[src/hdl/stats_config.svh]
// Frame length limits and counter width shared by the receive statistics RTL, pulled in by `include
`ifndef STATS_CONFIG_SVH
`define STATS_CONFIG_SVH

// Width of every statistics counter
`define STAT_COUNT_W 32

// Good frame length bounds in bytes, counted after the delimiter
`define MIN_FRAME_LEN 64
`define MAX_FRAME_LEN 1518

// Width of a measured frame length
// Must hold MAX_FRAME_LEN + 1, the saturation value
`define LEN_W 16

`endif

[src/hdl/stats_pkg.sv]
// Types shared by the statistics RTL and testbench, referenced by scoped name
`include "stats_config.svh"

package stats_pkg;

    // Frame length as measured by a receive monitor
    typedef logic [`LEN_W-1:0] frame_len_t;

    // Counter selector, low two bits of the read address
    typedef enum logic [1:0] {
        STAT_GOOD_FRAMES = 2'd0,
        STAT_BAD_FRAMES  = 2'd1,
        STAT_RUNT_FRAMES = 2'd2,
        STAT_GOOD_BYTES  = 2'd3
    } stat_sel_e;

    // Port selector, top bit of the read address
    typedef enum logic {
        PORT_BASET = 1'b0,
        PORT_SFP   = 1'b1
    } stat_port_e;

endpackage

[src/hdl/frame_stat_if.sv]
// Per-frame summary link from a receive monitor into the counter bank
`timescale 1ns/10ps

interface frame_stat_if;

    // One-cycle strobe, no back-pressure
    logic                  valid;
    logic                  good;
    logic                  runt;
    stats_pkg::frame_len_t len;

    modport src (
        output valid,
        output good,
        output runt,
        output len
    );

    modport sink (
        input valid,
        input good,
        input runt,
        input len
    );

endinterface

[src/hdl/gmii_rx_monitor.sv]
// GMII receive monitor for one port, delimits frames and emits one length summary per frame
`timescale 1ns/10ps
`include "stats_config.svh"

module gmii_rx_monitor (
    input  logic       clk,
    input  logic       rst_n,
    input  logic       gmii_clk_en,
    input  logic [7:0] gmii_rxd,
    input  logic       gmii_rx_dv,
    input  logic       gmii_rx_er,
    frame_stat_if.src  stat
);

    localparam logic [7:0] SFD = 8'hD5;

    localparam stats_pkg::frame_len_t LEN_MIN = stats_pkg::frame_len_t'(`MIN_FRAME_LEN);
    localparam stats_pkg::frame_len_t LEN_MAX = stats_pkg::frame_len_t'(`MAX_FRAME_LEN);
    // Counting stops here, enough to flag oversize
    localparam stats_pkg::frame_len_t LEN_SAT = stats_pkg::frame_len_t'(`MAX_FRAME_LEN + 1);

    typedef enum logic [1:0] {
        ST_IDLE,
        ST_PREAMBLE,
        ST_DATA
    } state_e;

    state_e                state;
    logic                  err_seen;
    stats_pkg::frame_len_t len_cnt;
    logic                  frame_end;
    logic                  frame_bad;
    logic                  frame_runt;

    // First enabled sample with rx_dv low closes the frame
    assign frame_end = gmii_clk_en && !gmii_rx_dv && (state != ST_IDLE);

    // Still in preamble at the end means no delimiter arrived
    assign frame_bad  = err_seen || (state == ST_PREAMBLE) || (len_cnt > LEN_MAX);
    assign frame_runt = !frame_bad && (len_cnt < LEN_MIN);

    // Delimiter tracking and error flag
    always_ff @(posedge clk or negedge rst_n) begin
        if (!rst_n) begin
            state    <= ST_IDLE;
            err_seen <= 1'b0;
        end else if (gmii_clk_en) begin
            case (state)
                ST_IDLE: begin
                    if (gmii_rx_dv) begin
                        err_seen <= gmii_rx_er;
                        // Frame may open directly on the delimiter
                        state    <= (gmii_rxd == SFD) ? ST_DATA : ST_PREAMBLE;
                    end
                end
                ST_PREAMBLE: begin
                    if (!gmii_rx_dv) begin
                        state <= ST_IDLE;
                    end else begin
                        err_seen <= err_seen | gmii_rx_er;
                        if (gmii_rxd == SFD) begin
                            state <= ST_DATA;
                        end
                    end
                end
                ST_DATA: begin
                    if (!gmii_rx_dv) begin
                        state <= ST_IDLE;
                    end else begin
                        err_seen <= err_seen | gmii_rx_er;
                    end
                end
                default: begin
                    state <= ST_IDLE;
                end
            endcase
        end
    end

    // Saturating byte count after the delimiter
    always_ff @(posedge clk or negedge rst_n) begin
        if (!rst_n) begin
            len_cnt <= '0;
        end else if (gmii_clk_en) begin
            if (state == ST_IDLE) begin
                len_cnt <= '0;
            end else if (state == ST_DATA && gmii_rx_dv && len_cnt != LEN_SAT) begin
                len_cnt <= len_cnt + 1'b1;
            end
        end
    end

    // Summary strobe, one cycle after the end sample
    always_ff @(posedge clk or negedge rst_n) begin
        if (!rst_n) begin
            stat.valid <= 1'b0;
            stat.good  <= 1'b0;
            stat.runt  <= 1'b0;
        end else begin
            stat.valid <= frame_end;
            if (frame_end) begin
                stat.good <= !frame_bad && !frame_runt;
                stat.runt <= frame_runt;
            end
        end
    end

    always_ff @(posedge clk) begin
        if (frame_end) begin
            stat.len <= len_cnt;
        end
    end

    // A frame needs at least one sample besides its end
    assert property (@(posedge clk) disable iff (!rst_n) stat.valid |=> !stat.valid)
        else $error("summary strobe held for two cycles");

    // Good class and reported length come from separate registers
    assert property (@(posedge clk) disable iff (!rst_n)
        stat.valid && stat.good |-> (stat.len >= LEN_MIN && stat.len <= LEN_MAX))
        else $error("good frame reported with a length outside the legal range");

endmodule

[src/hdl/stat_counter_bank.sv]
// Counter bank for both ports' frame summaries, with a registered read port and a clear
`timescale 1ns/10ps
`include "stats_config.svh"

module stat_counter_bank (
    input  logic                     clk,
    input  logic                     rst_n,
    frame_stat_if.sink               baset_stat,
    frame_stat_if.sink               sfp_stat,
    input  logic                     stat_clear,
    input  logic [2:0]               stat_addr,
    output logic [`STAT_COUNT_W-1:0] stat_data
);

    localparam int COUNT_W = `STAT_COUNT_W;
    localparam int PORTS   = 2;
    localparam int STATS   = 4;

    logic                  in_valid [PORTS];
    logic                  in_good  [PORTS];
    logic                  in_runt  [PORTS];
    stats_pkg::frame_len_t in_len   [PORTS];

    logic [COUNT_W-1:0]    counter  [PORTS][STATS];

    stats_pkg::stat_port_e rd_port;
    stats_pkg::stat_sel_e  rd_sel;

    // Both sinks as one array indexed by port
    assign in_valid[stats_pkg::PORT_BASET] = baset_stat.valid;
    assign in_good[stats_pkg::PORT_BASET]  = baset_stat.good;
    assign in_runt[stats_pkg::PORT_BASET]  = baset_stat.runt;
    assign in_len[stats_pkg::PORT_BASET]   = baset_stat.len;
    assign in_valid[stats_pkg::PORT_SFP]   = sfp_stat.valid;
    assign in_good[stats_pkg::PORT_SFP]    = sfp_stat.good;
    assign in_runt[stats_pkg::PORT_SFP]    = sfp_stat.runt;
    assign in_len[stats_pkg::PORT_SFP]     = sfp_stat.len;

    // Each port has its own adders, so both can update in one cycle
    always_ff @(posedge clk or negedge rst_n) begin
        if (!rst_n) begin
            for (int p = 0; p < PORTS; p++) begin
                for (int s = 0; s < STATS; s++) begin
                    counter[p][s] <= '0;
                end
            end
        end else if (stat_clear) begin
            // Clear takes priority over a pending update
            for (int p = 0; p < PORTS; p++) begin
                for (int s = 0; s < STATS; s++) begin
                    counter[p][s] <= '0;
                end
            end
        end else begin
            for (int p = 0; p < PORTS; p++) begin
                if (in_valid[p]) begin
                    if (in_good[p]) begin
                        counter[p][stats_pkg::STAT_GOOD_FRAMES] <=
                            counter[p][stats_pkg::STAT_GOOD_FRAMES] + 1'b1;
                        counter[p][stats_pkg::STAT_GOOD_BYTES] <=
                            counter[p][stats_pkg::STAT_GOOD_BYTES] + COUNT_W'(in_len[p]);
                    end else if (in_runt[p]) begin
                        counter[p][stats_pkg::STAT_RUNT_FRAMES] <=
                            counter[p][stats_pkg::STAT_RUNT_FRAMES] + 1'b1;
                    end else begin
                        counter[p][stats_pkg::STAT_BAD_FRAMES] <=
                            counter[p][stats_pkg::STAT_BAD_FRAMES] + 1'b1;
                    end
                end
            end
        end
    end

    // Port in the top address bit, counter select below
    assign rd_port = stats_pkg::stat_port_e'(stat_addr[2]);
    assign rd_sel  = stats_pkg::stat_sel_e'(stat_addr[1:0]);

    always_ff @(posedge clk or negedge rst_n) begin
        if (!rst_n) begin
            stat_data <= '0;
        end else begin
            stat_data <= counter[rd_port][rd_sel];
        end
    end

    // Monitors must hand over exclusive classes
    for (genvar p = 0; p < PORTS; p++) begin : g_sum_chk
        assert property (@(posedge clk) disable iff (!rst_n)
            in_valid[p] |-> !(in_good[p] && in_runt[p]))
            else $error("summary on port %0d is both good and runt", p);
    end

endmodule

[src/hdl/eth_stats_core.sv]
// Receive statistics top level for the BASE-T and SFP ports, read through a small address port
`timescale 1ns/10ps
`include "stats_config.svh"

module eth_stats_core (
    input  logic                     clk,
    input  logic                     rst_n,

    // BASE-T PHY receive
    input  logic [7:0]               baset_gmii_rxd,
    input  logic                     baset_gmii_rx_dv,
    input  logic                     baset_gmii_rx_er,
    input  logic                     baset_gmii_clk_en,

    // SFP receive
    input  logic [7:0]               sfp_gmii_rxd,
    input  logic                     sfp_gmii_rx_dv,
    input  logic                     sfp_gmii_rx_er,
    input  logic                     sfp_gmii_clk_en,

    // Counter access
    input  logic                     stat_clear,
    input  logic [2:0]               stat_addr,
    output logic [`STAT_COUNT_W-1:0] stat_data
);

    frame_stat_if baset_stat_if ();
    frame_stat_if sfp_stat_if ();

    gmii_rx_monitor baset_mon_inst (
        .clk         (clk),
        .rst_n       (rst_n),
        .gmii_clk_en (baset_gmii_clk_en),
        .gmii_rxd    (baset_gmii_rxd),
        .gmii_rx_dv  (baset_gmii_rx_dv),
        .gmii_rx_er  (baset_gmii_rx_er),
        .stat        (baset_stat_if.src)
    );

    gmii_rx_monitor sfp_mon_inst (
        .clk         (clk),
        .rst_n       (rst_n),
        .gmii_clk_en (sfp_gmii_clk_en),
        .gmii_rxd    (sfp_gmii_rxd),
        .gmii_rx_dv  (sfp_gmii_rx_dv),
        .gmii_rx_er  (sfp_gmii_rx_er),
        .stat        (sfp_stat_if.src)
    );

    stat_counter_bank counter_bank_inst (
        .clk        (clk),
        .rst_n      (rst_n),
        .baset_stat (baset_stat_if.sink),
        .sfp_stat   (sfp_stat_if.sink),
        .stat_clear (stat_clear),
        .stat_addr  (stat_addr),
        .stat_data  (stat_data)
    );

endmodule

[config.mk]
export PLATFORM = sky130hd
export DESIGN_NAME = eth_stats_core
export DESIGN_NICKNAME = d
export VERILOG_FILES = /design/src/hdl/stats_pkg.sv /design/src/hdl/frame_stat_if.sv /design/src/hdl/gmii_rx_monitor.sv /design/src/hdl/stat_counter_bank.sv /design/src/hdl/eth_stats_core.sv
export VERILOG_INCLUDE_DIRS = /design/src /design/src/hdl
export SDC_FILE = /design/constraint.sdc
export NUM_CORES = 1
export LEC_CHECK = 0
export CORE_MARGIN = 5
export CORE_UTILIZATION = 55
export DETAILED_ROUTE_END_ITERATION = 16
export DONT_BUFFER_PORTS = 1
export PLACE_DENSITY = 0.8
export RECOVER_POWER = 50
export SLEW_MARGIN = 20
export SYNTH_ARGS = -nofsm -noshare
export SYNTH_HDL_FRONTEND = slang
export SYNTH_SLANG_ARGS = --single-unit
[constraint.sdc]
create_clock -name clk -period 5.7 [get_ports clk]
set_input_delay 0.285 -clock clk [delete_from_list [all_inputs] [get_ports clk]]
set_output_delay 0.285 -clock clk [all_outputs]
set_load 0.1 [all_outputs]
Yosys cells after proc, flatten, opt, wreduce, memory -nomap -nowiden
Index checks and enable logic that the tools add are counted.

Flip-flop bits (word level): 364. Bits of input ports: 28. Word-level logic and storage cells: 154.

$add $sub $neg: 10. Order comparisons: 6. Eq/ne operators: 20. Mux-type cells: 41. Bitwise logic cells: 4. Reductions and logical operators: 50.

Operators with widths (number): $mux 128 (5); $mux 32 (10); $mux 256 (1); $add 32x1->32 const B (6); $mux 64 (2); $add 32x16->32 (2); $bmux 32 s2 (1); $mux 16 (4); $add 16x1->16 const B (2); $gt 16x11->1 const B (2); $lt 16x7->1 const B (2); $ne 16x11->1 const B (2); $reduce_bool 2->1 (12); $mux 2 (10); $eq 8x8->1 const B (2); $ne 2x2->1 const B (8); $reduce_and 4->1 (4); $logic_and 1x1->1 (12); $pmux 2 s3 (2); $reduce_and 3->1 (4); $reduce_and 2->1 (4); $logic_not 1->1 (6); $ne 3x3->1 const B (2); $eq 2x1->1 const B (2); other kinds (12) (24).

Longest topological paths before layout
Depth after elaboration: 7. Gate-level depth with buffers: 9.

By module
Synthesis repeated with hierarchy kept, for this count alone.

Cell total of the unflattened synthesis: 1947. Area total of the unflattened synthesis: 19997.9 µm².

By module, submodules not included: stat_counter_bank (times used 1, cells an instance 1593, area each 16236.8 µm², seq. area each 7206.9 µm²); gmii_rx_monitor (times used 2, cells an instance 177, area each 1880.6 µm², seq. area each 1031.0 µm²).

Worst setup path after synthesis
OpenSTA, ideal clock, no wires.

Kind: flip-flop to flip-flop. Start: register counter_bank_inst.counter[6] in the netlist's numbering. End: register counter_bank_inst.counter[27] in the netlist's numbering. Setup time: 0.136 ns. Arrival time: 2.287 ns. Data required time: 5.564 ns. Slack: 3.277 ns. Stages on the path, launching flop included: 9. Path buffers: 1. Path through: dfrtp_1 > ha_1 > a21oi_1 > o211ai_1 > a221o_1 > o41ai_2 > buf_2 > or3_1 > a21oi_1.

Cells in the longest elaborated chain, start to end: 4.

Ends and longest elaborated chain: from (decl) (RTL line stat_counter_bank.sv:24) `logic [COUNT_W-1:0] counter [PORTS][STATS];`; from (signal, indexed assignment) (RTL line stat_counter_bank.sv:58) `counter[p][stats_pkg::STAT_GOOD_FRAMES] <=`; from (signal, indexed assignment) (RTL line stat_counter_bank.sv:60) `counter[p][stats_pkg::STAT_GOOD_BYTES] <=`; from (signal, indexed assignment) (RTL line stat_counter_bank.sv:63) `counter[p][stats_pkg::STAT_RUNT_FRAMES] <=`; $add 32x16->32 (RTL line stat_counter_bank.sv:61) `counter[p][stats_pkg::STAT_GOOD_BYTES] + COUNT_W'(in_len[p]);`; $mux 32 (RTL line stat_counter_bank.sv:57) `if (in_good[p]) begin`; $mux 128 (RTL line stat_counter_bank.sv:56) `if (in_valid[p]) begin`; $mux 256 (RTL line stat_counter_bank.sv:47) `end else if (stat_clear) begin`.

Every way passes these cells. The select of a mux whose other input is x is not followed. A chain may end at the register's enable or synchronous reset.

Final worst setup path
Start: register counter_bank_inst.counter[128] in the netlist's numbering. End: register counter_bank_inst.counter[156] in the netlist's numbering.

Same word-level chain as after synthesis.

==> flow_metrics.env <==
export IMPL_num_antenna_cells=0
export IMPL_die_height_um=201.4
export IMPL_row_count=70
export IMPL_nNetsFinal=2053
export IMPL_nFillCells=2823
export IMPL_hold_viol_final=332
export IMPL_htree_num_levels=2
export IMPL_post_cts_resized=0
export IMPL_synth_edff_count=32
export IMPL_fin_setup_tns_ns=0
export IMPL_p_sw_mw=1.433
export IMPL_track_usage=0.2573
export IMPL_worstPathMaxFanout=10
export IMPL_top_layer="met4"
export IMPL_synthCells=1991
export IMPL_placed_cells_incl_taps=2378
export IMPL_antenna_found_initial=0
export IMPL_hold_worst_slack_ns=-0.5572
export IMPL_finClkSkew_ns=0.01771
export IMPL_gp_congestion=0.9352
export IMPL_ys_flop_type="dfrtp_1"
export IMPL_multi_input_area_sq_um=10390
export IMPL_path_class="flop to flop"
export IMPL_period_share=0.5033
export IMPL_ant_nets=0
export IMPL_worstPathRequired_ns=6.14
export IMPL_rsz0062_at_grt="no"
export IMPL_grt_pass1_vias=15437
export IMPL_synth_seq_area_share=0.4600
export IMPL_wl_met3_mm=3.864
export IMPL_power_density_nw_per_um2=274.8
export IMPL_die_area_sq_um=40560
export IMPL_timing_rr_end="counter_bank_inst.counter[156]"
export IMPL_internal_power_mw=4.642
export IMPL_drc=0
export IMPL_fin_area_sq_um=22110
export IMPL_combPwrFrac=0.074
export IMPL_yosys_warnings=0
export IMPL_start_util=0.5544
export IMPL_drv_slew=0
export IMPL_dr_pass1_iters=6
export IMPL_cp_end_kind="flop"
export IMPL_start_kind="flop"
export IMPL_areaGrowthSynthToFinish_pct=9.731
export IMPL_cts_num_sinks=364
export IMPL_grt_overflow_total=0
export IMPL_swShare=0.2359
export IMPL_pin_count=60
export IMPL_wl_per_cell_um=21.13
export IMPL_power_frac_seq=0.458
export IMPL_met1_length_mm=21.17
export IMPL_grt_pass1_wl_mm=84.38
export IMPL_hold_path_class="input port to asynchronous set/reset pin"
export IMPL_tritoncts="done"
export IMPL_insertion_delay_ns=0.56
export IMPL_fin_crit_ns=2.869
export IMPL_yosysUniqueCellTypes=72
export IMPL_worst_slack_ns=2.831
export IMPL_relSlewSlack=0.2007
export IMPL_synthesis_nets=2069
export IMPL_async_flop_share=0.9121
export IMPL_pre_cts_slack_ns=2.586
export IMPL_worstPathArrival_ns=3.31
export IMPL_clk_path_buf_depth=3
export IMPL_layout_cells_most_common="dfrtp_1"
export IMPL_cts_setup_buffers=0
export IMPL_core_sq_um=36350
export IMPL_pwr_share_clk=0.468
export IMPL_cts_clk_slew_worst_paths_ns=0.06
export IMPL_place_area_sq_um=20430
export IMPL_grt_max_degree=333
export IMPL_p_leak_nw=9.315
export IMPL_ctsRootBufferMaster="clkbuf_16"
export IMPL_cts_hold_buf=23
export IMPL_vias=15597
export IMPL_die_w_um=201.4
export IMPL_max_vdd_ir_drop_uv=278.5
export IMPL_max_freq_ghz=0.3486
export IMPL_finalSetupViolations=0
export IMPL_final_cell_mix="dfrtp_1, nor2_1, nand2_1"
export IMPL_rr_worst_depth=9
export IMPL_r2r_slack_ns=2.83
export IMPL_status="finished, violations left"
export IMPL_synth_seq_cells=364
export IMPL_dr_first_iter_drc_count=1452
export IMPL_drive_above_1_share=0.09700
export IMPL_syn_avg_cell_area_sq_um=10.12
export IMPL_r2r_start="counter_bank_inst.counter[128]"
export IMPL_fin_cells=2468
export IMPL_met2WireLength_mm=24.12
export IMPL_cts_buffers=40
export IMPL_violations="negative hold slack"
export IMPL_worstMarginPinSlew_ns=1.199
export IMPL_seqCellArea_sq_um=9269
export IMPL_avgViaCountPerCell=6.320
export IMPL_drt_wl_total_mm=52.15
export IMPL_synthesis_area_sq_um=20150
export IMPL_io_buffers=0
export IMPL_maxCapViolCount=0
export IMPL_dpl_hpwl_mm=33.07
[sequential cells by signal, summed over array words and instances (netlist names), 2 cells and up]
name / count
counter_bank_inst.counter: 256
counter_bank_inst.stat_data: 32
baset_mon_inst.stat.len: 16
sfp_mon_inst.state: 2
baset_mon_inst.len_cnt: 16
baset_mon_inst.state: 2
sfp_mon_inst.stat.len: 16
sfp_mon_inst.len_cnt: 16
[cell usage after synthesis, types with 17 or more instances]
cell type / instances / area, sq um
ha_1: 48 / 600.6
nand2_1: 170 / 638.1
nand3_1: 103 / 515.5
edfxtp_1: 32 / 960.9
xor2_1: 113 / 989.7
and3_1: 48 / 300.3
mux2_2: 56 / 630.6
xnor2_1: 64 / 560.5
a21o_1: 19 / 142.6
and4_1: 24 / 210.2
nor2b_1: 30 / 187.7
clkbuf_1: 61 / 229.0
or3_1: 54 / 337.8
o21ai_0: 109 / 545.5
o21a_1: 17 / 127.6
nor3_1: 36 / 180.2
mux4_2: 64 / 1441
dfrtp_1: 332 / 8308
inv_1: 44 / 165.2
a21oi_1: 98 / 490.5
nand4_1: 59 / 369.1
nor2_1: 245 / 919.6
[critical path, stage by stage, from the launching register on]
cell and delay [ns]:
dfrtp_1 0.40, ha_1 0.22, inv_1 0.07, fa_1 0.21, nor2b_1 0.07, o31a_1 0.31, o21a_1 0.22, o211ai_1 0.73
o211ai_1 0.21, mux2_2 0.31
[per-stage QoR]
stage | power [mW] | utilization | hold WS (ns)
floorplan | 3.168 | - | -0.01059
global placement | 3.194 | 0.5620 | 0.006262
detailed placement | 3.217 | 0.5620 | 0.002983
CTS | 6.112 | 0.6081 | -0.5896
global route | 6.287 | 0.6083 | -0.5822
finish | 6.075 | 0.6083 | -0.5572
[layer usage]
layer | GRT usage | vias to the layer above
li1 | - | 7142
met2 | 0.4034 | 600
met3 | 0.04996 | 147
met5 | 0 | -
met4 | 0.1326 | 0
met1 | 0.3437 | 7708
[area by class of cell]
cell class	instances	area share
multi-input combinational	1498	0.4699
sequential	364	0.4192
clock buffer	48	0.04804
tap	468	0.02648
clock inverter	19	0.01601
timing repair buffer	27	0.01285
inverter	44	0.007470
[how the worst max path moves through the flow]
stage | from | end | slack, ns | cells past startpoint
floorplan | counter_bank_inst.counter[6] | counter_bank_inst.counter[27] | 3.28 | 8
global placement | counter_bank_inst.counter[6] | counter_bank_inst.counter[17] | 2.71 | 7
detailed placement | counter_bank_inst.counter[6] | counter_bank_inst.counter[19] | 2.59 | 7
CTS | counter_bank_inst.counter[8] | counter_bank_inst.counter[19] | 2.56 | 7
global route | counter_bank_inst.counter[0] | counter_bank_inst.counter[12] | 2.59 | 9
finish | counter_bank_inst.counter[128] | counter_bank_inst.counter[156] | 2.83 | 9
[cell families (layout without fill, tap and decap cells)]
kind of cell             count (synthesis)  in the layout  share of synthesized area
buffers and inverters                  129            138                    0.02490
flip-flops                             364            364                     0.4600
XOR/XNOR                               177            177                    0.07694
multiplexers                           126            126                     0.1058
adder cells (fa/ha/maj)                 50             50                    0.03179
AO/OA/AOI/OAI                          322            322                    0.09904
AND/OR/NAND/NOR                        823            823                     0.2015
[power by group through the flow]
| stage | clock (mW) | sequential (mW) | combinational (mW) |
|---|---|---|---|
| CTS | 2.88 | 2.78 | 0.449 |
| global route | 3.00 | 2.79 | 0.497 |
| global placement | 0 | 2.83 | 0.367 |
| detailed placement | 0 | 2.83 | 0.385 |
| finish | 2.84 | 2.78 | 0.448 |
| floorplan | 0 | 2.81 | 0.360 |
Power figures use the tool's default switching activity.
